`src/logic/xt_pkg.sv`:
```
// xt_pkg: XT port code union, host state encoding and fixed XT codes

package xt_pkg;

	// set-1 code split into release flag and key number
	typedef struct packed {
		logic       brk; // 1 on key release
		logic [6:0] key;
	} xt_fields_t;

	// port byte, read raw by the PC or as flag plus key
	typedef union packed {
		logic [7:0] raw;
		xt_fields_t f;
	} xt_code_u;

	localparam logic [7:0] xt_self_test_ok = 8'haa; // answer to a reset request
	localparam logic [7:0] xt_idle_code = 8'h00; // nothing pending

	// host side states
	typedef enum logic [2:0] {
		st_idle    = 3'd0, // waiting for a code
		st_hold    = 3'd1, // code on pa, irq1 up
		st_ack     = 3'd2, // pb7 seen, waiting for it to drop
		st_brk     = 3'd3, // got F0, waiting for the key
		st_rst_req = 3'd4, // pb6 held low
		st_rst_rel = 3'd5  // pb6 released, waiting for pb7 low
	} xt_state_e;

endpackage

```
`src/logic/ps2_pkg.sv`:
```
// ps2_pkg: PS/2 frame constants, set-2 scan byte type and prefix codes

package ps2_pkg;

	// falling edges of the keyboard clock per frame
	// start, eight data bits, parity, stop
	localparam int unsigned ps2_frame_bits = 11;

	// frame positions that carry data, LSB first
	localparam int unsigned ps2_first_data_pos = 1;
	localparam int unsigned ps2_last_data_pos = 8;

	// one set-2 scan byte as it comes off the wire
	typedef logic [7:0] ps2_code_t;

	// key release announcement, next byte is the released key
	localparam ps2_code_t ps2_break_prefix = 8'hf0;

endpackage
```
`src/logic/kbd_xt_bridge.sv`:
```
// kbd_xt_bridge: PS/2 keyboard to PC/XT keyboard port bridge top level
`timescale 1ns/1ps

module kbd_xt_bridge #(
	parameter int sync_stages = 2
) (
	input  logic       clk,
	input  logic       rst_n,
	input  logic       ps2_clk,
	input  logic       ps2_data,
	input  logic       pb6,
	input  logic       pb7,
	output logic [7:0] pa,
	output logic       irq1
);
	import ps2_pkg::*;
	import xt_pkg::*;

	ps2_code_t scan_code; // stable until the next frame
	logic      code_valid;
	xt_code_u  xt_code;
	xt_code_u  pa_code;

	ps2_rx #(
		.sync_stages(sync_stages)
	) u_ps2_rx (
		.clk       (clk),
		.rst_n     (rst_n),
		.ps2_clk   (ps2_clk),
		.ps2_data  (ps2_data),
		.scan_code (scan_code),
		.code_valid(code_valid)
	);

	scan_xlat u_scan_xlat (
		.scan_code(scan_code),
		.xt_code  (xt_code)
	);

	xt_host_fsm u_xt_host_fsm (
		.clk       (clk),
		.rst_n     (rst_n),
		.code_valid(code_valid),
		.scan_code (scan_code),
		.xt_code   (xt_code),
		.pb6       (pb6),
		.pb7       (pb7),
		.pa        (pa_code),
		.irq1      (irq1)
	);

	assign pa = pa_code.raw; // PC sees the plain byte

endmodule

```
`src/logic/xt_host_fsm.sv`:
```
// xt_host_fsm: XT port state machine for make, break, acknowledge and reset request
`timescale 1ns/1ps

module xt_host_fsm (
	input  logic               clk,
	input  logic               rst_n,
	input  logic               code_valid,
	input  ps2_pkg::ps2_code_t scan_code,
	input  xt_pkg::xt_code_u   xt_code,
	input  logic               pb6,
	input  logic               pb7,
	output xt_pkg::xt_code_u   pa,
	output logic               irq1
);
	import ps2_pkg::*;
	import xt_pkg::*;

	xt_state_e state;
	logic      is_prefix;

	// only the raw set-2 byte tells a release apart
	assign is_prefix = (scan_code == ps2_break_prefix);

	always_ff @(posedge clk or negedge rst_n) begin
		if (!rst_n) begin
			state <= st_idle;
			pa.raw <= xt_idle_code;
			irq1 <= 1'b0;
		end else begin
			irq1 <= 1'b0; // only st_hold keeps it up
			if (!pb6) begin
				// keyboard reset request, pa left as it is
				state <= st_rst_req;
			end else begin
				case (state)
					st_idle: begin
						if (code_valid) begin
							if (is_prefix) begin
								state <= st_brk;
							end else begin
								pa <= xt_code;
								state <= st_hold;
							end
						end
					end
					st_brk: begin
						// repeated F0 just keeps waiting
						if (code_valid && !is_prefix) begin
							pa.f.key <= xt_code.f.key;
							pa.f.brk <= 1'b1;
							state <= st_hold;
						end
					end
					st_hold: begin
						if (pb7) begin
							state <= st_ack;
						end else begin
							irq1 <= 1'b1;
						end
					end
					st_ack: begin
						if (!pb7) begin
							pa.raw <= xt_idle_code;
							state <= st_idle;
						end
					end
					st_rst_req: begin
						state <= st_rst_rel; // pb6 is back high here
					end
					st_rst_rel: begin
						if (!pb7) begin
							pa.raw <= xt_self_test_ok;
							state <= st_hold;
						end
					end
					default: begin
						pa.raw <= xt_idle_code;
						state <= st_idle;
					end
				endcase
			end
		end
	end

	// codes arriving outside st_idle and st_brk are simply not taken

endmodule

```
`src/logic/scan_xlat.sv`:
```
// scan_xlat: set-2 to set-1 scan code translation table
`timescale 1ns/1ps

module scan_xlat (
	input  ps2_pkg::ps2_code_t scan_code,
	output xt_pkg::xt_code_u   xt_code
);

	logic [7:0] xt_byte;

	always_comb begin
		case (scan_code)
			8'h00: xt_byte = 8'hff; // no key here
			8'h01: xt_byte = 8'h43;
			8'h02: xt_byte = 8'h41;
			8'h03: xt_byte = 8'h3f;
			8'h04: xt_byte = 8'h3d;
			8'h05: xt_byte = 8'h3b;
			8'h06: xt_byte = 8'h3c;
			8'h07: xt_byte = 8'h58;
			8'h08: xt_byte = 8'h64;
			8'h09: xt_byte = 8'h44;
			8'h0a: xt_byte = 8'h42;
			8'h0b: xt_byte = 8'h40;
			8'h0c: xt_byte = 8'h3e;
			8'h0d: xt_byte = 8'h0f; // tab
			8'h0e: xt_byte = 8'h29;
			8'h0f: xt_byte = 8'h59;
			8'h10: xt_byte = 8'h65;
			8'h11: xt_byte = 8'h38; // left alt
			8'h12: xt_byte = 8'h2a; // left shift
			8'h13: xt_byte = 8'h70;
			8'h14: xt_byte = 8'h1d; // left ctrl
			8'h15: xt_byte = 8'h10;
			8'h16: xt_byte = 8'h02;
			8'h17: xt_byte = 8'h5a;
			8'h18: xt_byte = 8'h66;
			8'h19: xt_byte = 8'h71;
			8'h1a: xt_byte = 8'h2c;
			8'h1b: xt_byte = 8'h1f;
			8'h1c: xt_byte = 8'h1e;
			8'h1d: xt_byte = 8'h11;
			8'h1e: xt_byte = 8'h03;
			8'h1f: xt_byte = 8'h5b;
			8'h20: xt_byte = 8'h67;
			8'h21: xt_byte = 8'h2e;
			8'h22: xt_byte = 8'h2d;
			8'h23: xt_byte = 8'h20;
			8'h24: xt_byte = 8'h12;
			8'h25: xt_byte = 8'h05;
			8'h26: xt_byte = 8'h04;
			8'h27: xt_byte = 8'h5c;
			8'h28: xt_byte = 8'h68;
			8'h29: xt_byte = 8'h39; // space
			8'h2a: xt_byte = 8'h2f;
			8'h2b: xt_byte = 8'h21;
			8'h2c: xt_byte = 8'h14;
			8'h2d: xt_byte = 8'h13;
			8'h2e: xt_byte = 8'h06;
			8'h2f: xt_byte = 8'h5d;
			8'h30: xt_byte = 8'h69;
			8'h31: xt_byte = 8'h31;
			8'h32: xt_byte = 8'h30;
			8'h33: xt_byte = 8'h23;
			8'h34: xt_byte = 8'h22;
			8'h35: xt_byte = 8'h15;
			8'h36: xt_byte = 8'h07;
			8'h37: xt_byte = 8'h5e;
			8'h38: xt_byte = 8'h6a;
			8'h39: xt_byte = 8'h72;
			8'h3a: xt_byte = 8'h32;
			8'h3b: xt_byte = 8'h24;
			8'h3c: xt_byte = 8'h16;
			8'h3d: xt_byte = 8'h08;
			8'h3e: xt_byte = 8'h09;
			8'h3f: xt_byte = 8'h5f;
			8'h40: xt_byte = 8'h6b;
			8'h41: xt_byte = 8'h33;
			8'h42: xt_byte = 8'h25;
			8'h43: xt_byte = 8'h17;
			8'h44: xt_byte = 8'h18;
			8'h45: xt_byte = 8'h0b;
			8'h46: xt_byte = 8'h0a;
			8'h47: xt_byte = 8'h60;
			8'h48: xt_byte = 8'h6c;
			8'h49: xt_byte = 8'h34;
			8'h4a: xt_byte = 8'h35;
			8'h4b: xt_byte = 8'h26;
			8'h4c: xt_byte = 8'h27;
			8'h4d: xt_byte = 8'h19;
			8'h4e: xt_byte = 8'h0c;
			8'h4f: xt_byte = 8'h61;
			8'h50: xt_byte = 8'h6d;
			8'h51: xt_byte = 8'h73;
			8'h52: xt_byte = 8'h28;
			8'h53: xt_byte = 8'h74;
			8'h54: xt_byte = 8'h1a;
			8'h55: xt_byte = 8'h0d;
			8'h56: xt_byte = 8'h62;
			8'h57: xt_byte = 8'h6e;
			8'h58: xt_byte = 8'h3a; // caps lock
			8'h59: xt_byte = 8'h36; // right shift
			8'h5a: xt_byte = 8'h1c; // enter
			8'h5b: xt_byte = 8'h1b;
			8'h5c: xt_byte = 8'h75;
			8'h5d: xt_byte = 8'h2b;
			8'h5e: xt_byte = 8'h63;
			8'h5f: xt_byte = 8'h76;
			8'h60: xt_byte = 8'h55;
			8'h61: xt_byte = 8'h56;
			8'h62: xt_byte = 8'h77;
			8'h63: xt_byte = 8'h78;
			8'h64: xt_byte = 8'h79;
			8'h65: xt_byte = 8'h7a;
			8'h66: xt_byte = 8'h0e; // backspace
			8'h67: xt_byte = 8'h7b;
			8'h68: xt_byte = 8'h7c;
			8'h69: xt_byte = 8'h4f;
			8'h6a: xt_byte = 8'h7d;
			8'h6b: xt_byte = 8'h4b;
			8'h6c: xt_byte = 8'h47;
			8'h6d: xt_byte = 8'h7e;
			8'h6e: xt_byte = 8'h7f;
			8'h6f: xt_byte = 8'h6f;
			8'h70: xt_byte = 8'h52; // keypad block
			8'h71: xt_byte = 8'h53;
			8'h72: xt_byte = 8'h50;
			8'h73: xt_byte = 8'h4c;
			8'h74: xt_byte = 8'h4d;
			8'h75: xt_byte = 8'h48;
			8'h76: xt_byte = 8'h01; // escape
			8'h77: xt_byte = 8'h45;
			8'h78: xt_byte = 8'h57;
			8'h79: xt_byte = 8'h4e;
			8'h7a: xt_byte = 8'h51;
			8'h7b: xt_byte = 8'h4a;
			8'h7c: xt_byte = 8'h37;
			8'h7d: xt_byte = 8'h49;
			8'h7e: xt_byte = 8'h46;
			8'h7f: xt_byte = 8'h54;
			8'h83: xt_byte = 8'h41; // F7 sits outside the main block
			8'h84: xt_byte = 8'h54;
			default: xt_byte = scan_code; // upper codes pass through
		endcase
	end

	assign xt_code.raw = xt_byte;

endmodule

```
`src/logic/ps2_rx.sv`:
```
// ps2_rx: keyboard line synchronizer, clock falling-edge detector and frame shifter
`timescale 1ns/1ps

module ps2_rx #(
	parameter int sync_stages = 2
) (
	input  logic               clk,
	input  logic               rst_n,
	input  logic               ps2_clk,
	input  logic               ps2_data,
	output ps2_pkg::ps2_code_t scan_code,
	output logic               code_valid
);
	import ps2_pkg::*;

	localparam int cnt_w = $clog2(ps2_frame_bits);

	logic [sync_stages-1:0] clk_sync;
	logic [sync_stages-1:0] data_sync;
	logic                   clk_prev; // last synchronized clock level
	logic                   clk_fall;
	logic [cnt_w-1:0]       bit_cnt; // frame position, 0 is the start bit
	logic [7:0]             shift_reg;
	logic                   data_pos;

	// both lines idle high on the bus
	always_ff @(posedge clk or negedge rst_n) begin
		if (!rst_n) begin
			clk_sync <= '1;
			data_sync <= '1;
			clk_prev <= 1'b1;
		end else begin
			clk_sync <= {clk_sync[sync_stages-2:0], ps2_clk};
			data_sync <= {data_sync[sync_stages-2:0], ps2_data};
			clk_prev <= clk_sync[sync_stages-1];
		end
	end

	assign clk_fall = clk_prev & ~clk_sync[sync_stages-1];

	assign data_pos = (bit_cnt >= cnt_w'(ps2_first_data_pos))
		&& (bit_cnt <= cnt_w'(ps2_last_data_pos));

	// frame position counter and completion strobe
	always_ff @(posedge clk or negedge rst_n) begin
		if (!rst_n) begin
			bit_cnt <= '0;
			code_valid <= 1'b0;
		end else begin
			code_valid <= 1'b0;
			if (clk_fall) begin
				if (bit_cnt == cnt_w'(ps2_frame_bits - 1)) begin
					bit_cnt <= '0;
					code_valid <= 1'b1; // parity and stop are not checked
				end else begin
					bit_cnt <= bit_cnt + 1'b1;
				end
			end
		end
	end

	// data comes LSB first, so shift in from the top
	always_ff @(posedge clk) begin
		if (clk_fall && data_pos)
			shift_reg <= {data_sync[sync_stages-1], shift_reg[7:1]};
		if (clk_fall && bit_cnt == cnt_w'(ps2_frame_bits - 1))
			scan_code <= shift_reg; // held until the next frame ends
	end

endmodule

```
`config.mk`:
```
export PLATFORM = sky130hd
export DESIGN_NAME = kbd_xt_bridge
export DESIGN_NICKNAME = d
export VERILOG_FILES = /design/src/logic/xt_pkg.sv /design/src/logic/ps2_pkg.sv /design/src/logic/kbd_xt_bridge.sv /design/src/logic/xt_host_fsm.sv /design/src/logic/scan_xlat.sv /design/src/logic/ps2_rx.sv
export SDC_FILE = /design/constraint.sdc
export NUM_CORES = 1
export LEC_CHECK = 0
export BUFFER_PORTS_ARGS = -buffer_cell sky130_fd_sc_hd__buf_4
export CELL_PAD_IN_SITES_DETAIL_PLACEMENT = 1
export CELL_PAD_IN_SITES_GLOBAL_PLACEMENT = 1
export CORE_UTILIZATION = 52
export CTS_BUF_LIST = sky130_fd_sc_hd__clkbuf_8
export CTS_CLUSTER_DIAMETER = 50
export DETAILED_ROUTE_END_ITERATION = 8
export PLACE_DENSITY = 0.92
export SLEW_MARGIN = 10
export SYNTH_ARGS = -nofsm -noshare
export SYNTH_HDL_FRONTEND = slang
export SYNTH_SLANG_ARGS = --single-unit
```
`constraint.sdc`:
```
create_clock -name clk -period 7.8 [get_ports clk]
set_input_delay 0.39 -clock clk [delete_from_list [all_inputs] [get_ports clk]]
set_output_delay 0.39 -clock clk [all_outputs]
set_load 0.05 [all_outputs]
```
# Yosys cells after proc, flatten, opt, wreduce, memory -nomap -nowiden
# Index checks and enable logic that the tools add are counted.
# totals
register_bits	38
input_bits	6
wordCells	195
# op_classes
addsub	1
order_cmp	2
n_eq_ne	146
mux	21
bitwise	3
n_reduce_logical	12
# op_table
op	count
$pmux 8 s128	1
$eq 8x7->1 const B	64
$eq 8x6->1 const B	32
$eq 8x5->1 const B	16
$eq 8x4->1 const B	8
$mux 8	5
$pmux 8 s5	1
$eq 8x3->1 const B	4
$eq 8x8->1 const B	3
$mux 3	6
$pmux 3 s6	1
$eq 8x2->1 const B	2
$ne 3x3->1 const B	4
$eq 8x1->1 const B	1
$logic_not 8->1	1
$ne 2x2->1 const B	4
$reduce_and 7->1	1
$eq 3x2->1 const B	2
$eq 3x3->1 const B	2
$reduce_or 2->1	3
$mux 1	5
$reduce_and 5->1	1
$add 4x1->4 const B	1
$eq 4x4->1 const B	1
12 further kinds	16

# Longest topological paths before layout
# logic_depth
depth_word	6
ltp_mapped	13
ltp_nobuf	8

# Cells and area by module
# From an unflattened synthesis, not the netlist that was laid out.
# unflattened
cells_unflattened	568
area_unflattened_um2	4480.5
# by_module_without_submodules
mod	instances	cells_each	area_each_um2	seq_area_each_um2
scan_xlat	1	450	2905.3	0.0
ps2_rx	1	46	885.8	737.0
xt_host_fsm	1	72	689.4	300.3

# Worst setup path after synthesis
# OpenSTA, ideal clock, no wires.
# synth_path
kind	flip-flop to flip-flop
from	register u_ps2_rx.scan_code[4]
to	register u_xt_host_fsm.pa[1] (netlist bit)
setup_time_ns	0.128
t_arrival_ns	2.515
setup_slack_ns	5.157
stages_incl_launch_ff	11
period_less_slack_ns	2.643
path_cell_list	edfxtp_1 buf_6 nor4bb_1 buf_6 a21oi_2 nor2_1 or3_1 or4_4 or4_1 o211ai_1 a21oi_1
# synth_via
elab_chain_len	6
# synth_lines
item	line_no	text
start: declaration	ps2_rx.sv:11	output ps2_pkg::ps2_code_t scan_code,
start signal: assignment	ps2_rx.sv:67	scan_code <= shift_reg;
$eq 8x7->1, or another cell as far along	scan_xlat.sv:12	case (scan_code)
$reduce_or 2->1 (no source line)	-	
$pmux 8 s128	scan_xlat.sv:12	
$mux 8	xt_host_fsm.sv:38	if (is_prefix) begin
$mux 8	xt_host_fsm.sv:37	if (code_valid) begin
$pmux 8 s5	xt_host_fsm.sv:35	case (state)
end signal: assignment	xt_host_fsm.sv:41	pa <= xt_code;
end: declaration	xt_host_fsm.sv:12	output xt_pkg::xt_code_u pa,
# Parallel ways exist; a longest one is shown, timed or not. The select of a mux whose other input is x is not followed.
# A chain may end at the register's enable or synchronous reset.

# Final worst setup path
# layout_path
from	register u_ps2_rx.scan_code[6]
to	register u_xt_host_fsm.pa[0] (netlist bit)
# The elaborated chain is that of the path after synthesis.

==> summary.md <==
| Metric | Value |
|---|---|
| Status | completed |
| Worst setup margin | ~3.8 ns |
| Slew margin rel. | a little over a fifth |
| Post-synth EDFFs | 16 |
| Startpoint Class | flip-flop |
| Tcrit/Tclk final | between 50 and 60% |
| Final Routed Wirelength | ~17000 um |
| Die Width | 88.8 um |
| Initial antenna violation count | 0 |
| Arrival time at the worst endpoint | approximately 4.2 ns |
| Post-Place Worst Slack | ~4.0 ns |
| 1st-pass router iterations | 7 |
| Wire per inst | 28.4 um |
| CTS root buffer | clkbuf_8 |
| Syn avg cell area | approximately 7.7 um2 |
| Iter 0 DRT Violations | 503 |
| Vias in the first global route | ~4500 |
| Synthesis Warnings | 0 |
| RSZ-0062 raised after global routing | no |
| Layout area overhead | 4.72% |
| Most frequent cells in the layout | 49 x nor2_1, 44 x nand2_1, 38 x a21oi_1 |
| Die span in y | 88.8 um |
| Dpl hpwl | between 10000 and 15000 um |
| Layout Cells excl Fill | 591 |
| Part of the Yosys area used for sequential elements | 26.5% |
| RePlAce Congestion | between 1 and 1.5 |
| DRC violations left | 0 |
| Cell taking the most area after synthesis | edfxtp_1 |
| Setup_tns | 0 ns |
| Setup violations, final | 0 |
| First-pass GRT wire length | between 20000 and 30000 um |
| Commonest non-fill, non-tap cell in the layout | nor2_1 |
| Syn_nets | 518 |
| Die ar. | slightly below 0.008 mm2 |
| Ratio of cells with drive above 1 in the final layout | between 10% and 20% |
| Crit Path Category | reg2reg |
| CP endpoint kind | flip-flop |
| Core area | roughly 0.0073 mm2 |
| Req. time, crit path | 7.97 ns |
| Initial core utilization | about 54% |
| Fin crit period | about 4 ns |
| Final Hold Fails | 0 |
| Grt ovf | 0 |
| Ant. Diodes | 0 |
| Vias | roughly 4500 |
| Pwr/cell area | 173 mW/mm2 |
| Synth area leaders | edfxtp_1 12%, dfrtp_1 11%, a21oi_1 4.9% |
| Clk_lat worst skew | roughly 0.3 ns |
| Peak VDD IR | between 0.0002 and 0.00025 V |
| Worst Reg2Reg Path Length in Cells | 8 |
| P_leak | between 1 and 1.5 nW |
| Hold path depth | 1 |
| Synth Instances | just over 500 |
| Ys flop type | dfrtp_1 |
| H-tree depth | 2 |
| Post-synth top area share | approximately 12% |
| PostCTS Resize Cnt | 0 |
| Final nets | 497 |
| Worst Clk Skew | ~0.0056 ns |
| Max Slew Vio Count | 0 |
| Via-per-instance ratio | 7.63 |
| Worst-path clk slew | 0.08 ns |
| Library cells used by synthesis | 73 |
| Worst slew pin tran | ~1.2 ns |
| Io pins | 15 |
| IO Port Bufs | 14 |
| Async S/R FF share, synth | just under 60% |
| Hold Path Class | in2reg |
| Seq cells post-synth | 38 |
| CTS tree | done |
| Max clock buf depth | 2 |
| Placed Instances | 582 |
| Sink Count | 38 |
| Synthesized area | a little under 0.004 mm2 |
| Site row count | 31 |
| GRT Total Usage | roughly 45% |
| Routed Antenna Nets | 0 |
| Max-cap violation count | 0 |
| TritonCTS Buffers | 5 |
| Max FO, Critical Path | 34 |
| Pin count of the biggest net entering global routing | 67 |
| Max Clock Freq | approximately 250 MHz |
## timing repair
item                                   CTS  global route
setup buffers                            0             0
endpoints found under the hold margin   17             0
hold buffers                             1             0
## cells by family after synthesis
| group | count (synthesis) | share of synthesized area, % |
|---|---|---|
| AND/OR/NAND/NOR | 224 | 32.0 |
| AO/OA/AOI/OAI | 174 | 29.9 |
| buffers and inverters | 62 | 8.17 |
| flip-flops | 38 | 26.5 |
| XOR/XNOR | 10 | 2.43 |
| multiplexers | 4 | 1.05 |
## cell usage after synthesis, types with 7 or more instances
cell type,number
nor2_1,49
o22ai_1,14
o21ai_0,34
edfxtp_1,16
nand3_1,20
nand2_1,44
buf_2,25
nand2b_1,13
nor3_1,23
a21oi_1,38
o211ai_1,7
nor2b_1,13
a31oi_1,7
buf_4,7
clkbuf_1,14
a32oi_1,9
dfrtp_1,17
a211oi_1,10
## critical path, stage by stage (launching register included)
cell and delay (ns):
edfxtp_1 1.14, nand4bb_1 0.83, nor2_1 0.48, a21oi_1 0.14, o311ai_0 0.13, or3_1 0.34
o31ai_1 0.12, a2111oi_0 0.53, o21ai_0 0.15
## cell type report
| type | count | area [um2] |
|---|---|---|
| Inverter | 7 | 26.3 |
| Multi-Input combinational cell | 412 | 2580 |
| Clock buffer | 5 | 68.8 |
| Sequential cell | 38 | 1040 |
| Clock inverter | 3 | 68.8 |
| Fill cell | 926 | 3150 |
| Timing Repair Buffer | 27 | 205 |
| Tap cell | 99 | 124 |
## through the flow
stage	instance area [um2]	util [%]	hold slack (ns)	total power, mW
2_1_floorplan	3920	-	0.0944	0.424
3_3_place_gp	3960	54.6	0.289	0.479
3_5_place_dp	3960	54.6	0.291	0.496
4_1_cts	4110	56.6	0.184	0.707
5_1_grt	4110	56.6	0.186	0.730
6_report	4110	56.6	0.191	0.710
## final timing paths
path / startpoint / to / slack (ns)
worst max-delay path: u_ps2_rx.scan_code[6] / u_xt_host_fsm.pa[0] / 3.77
worst min-delay path: ps2_data / u_ps2_rx.data_sync[0] / 0.19
worst max register to register: u_ps2_rx.scan_code[6] / u_xt_host_fsm.pa[0] / 3.77
worst min register to register: u_ps2_rx.data_sync[0] / u_ps2_rx.data_sync[1] / 0.36
max in group asynchronous: rst_n / u_ps2_rx.clk_sync[1] / 7.00
min in group asynchronous: rst_n / u_ps2_rx.code_valid / 0.52
## report_power, final
group          leakage, nW  switching [mW]  internal, mW
clock network       0.0683          0.0770         0.128
logic                0.932           0.148        0.0674
registers            0.410          0.0441         0.245
total                 1.41           0.270         0.441
## layer usage
layer  global-route usage [%]  routed length (um)
met1                     53.6                6360
met2                     70.2                7610
met3                     10.4                1570
met4                     31.8                1230
met5                        0                   0
No activity file was read; power rests on OpenSTA's default activity.
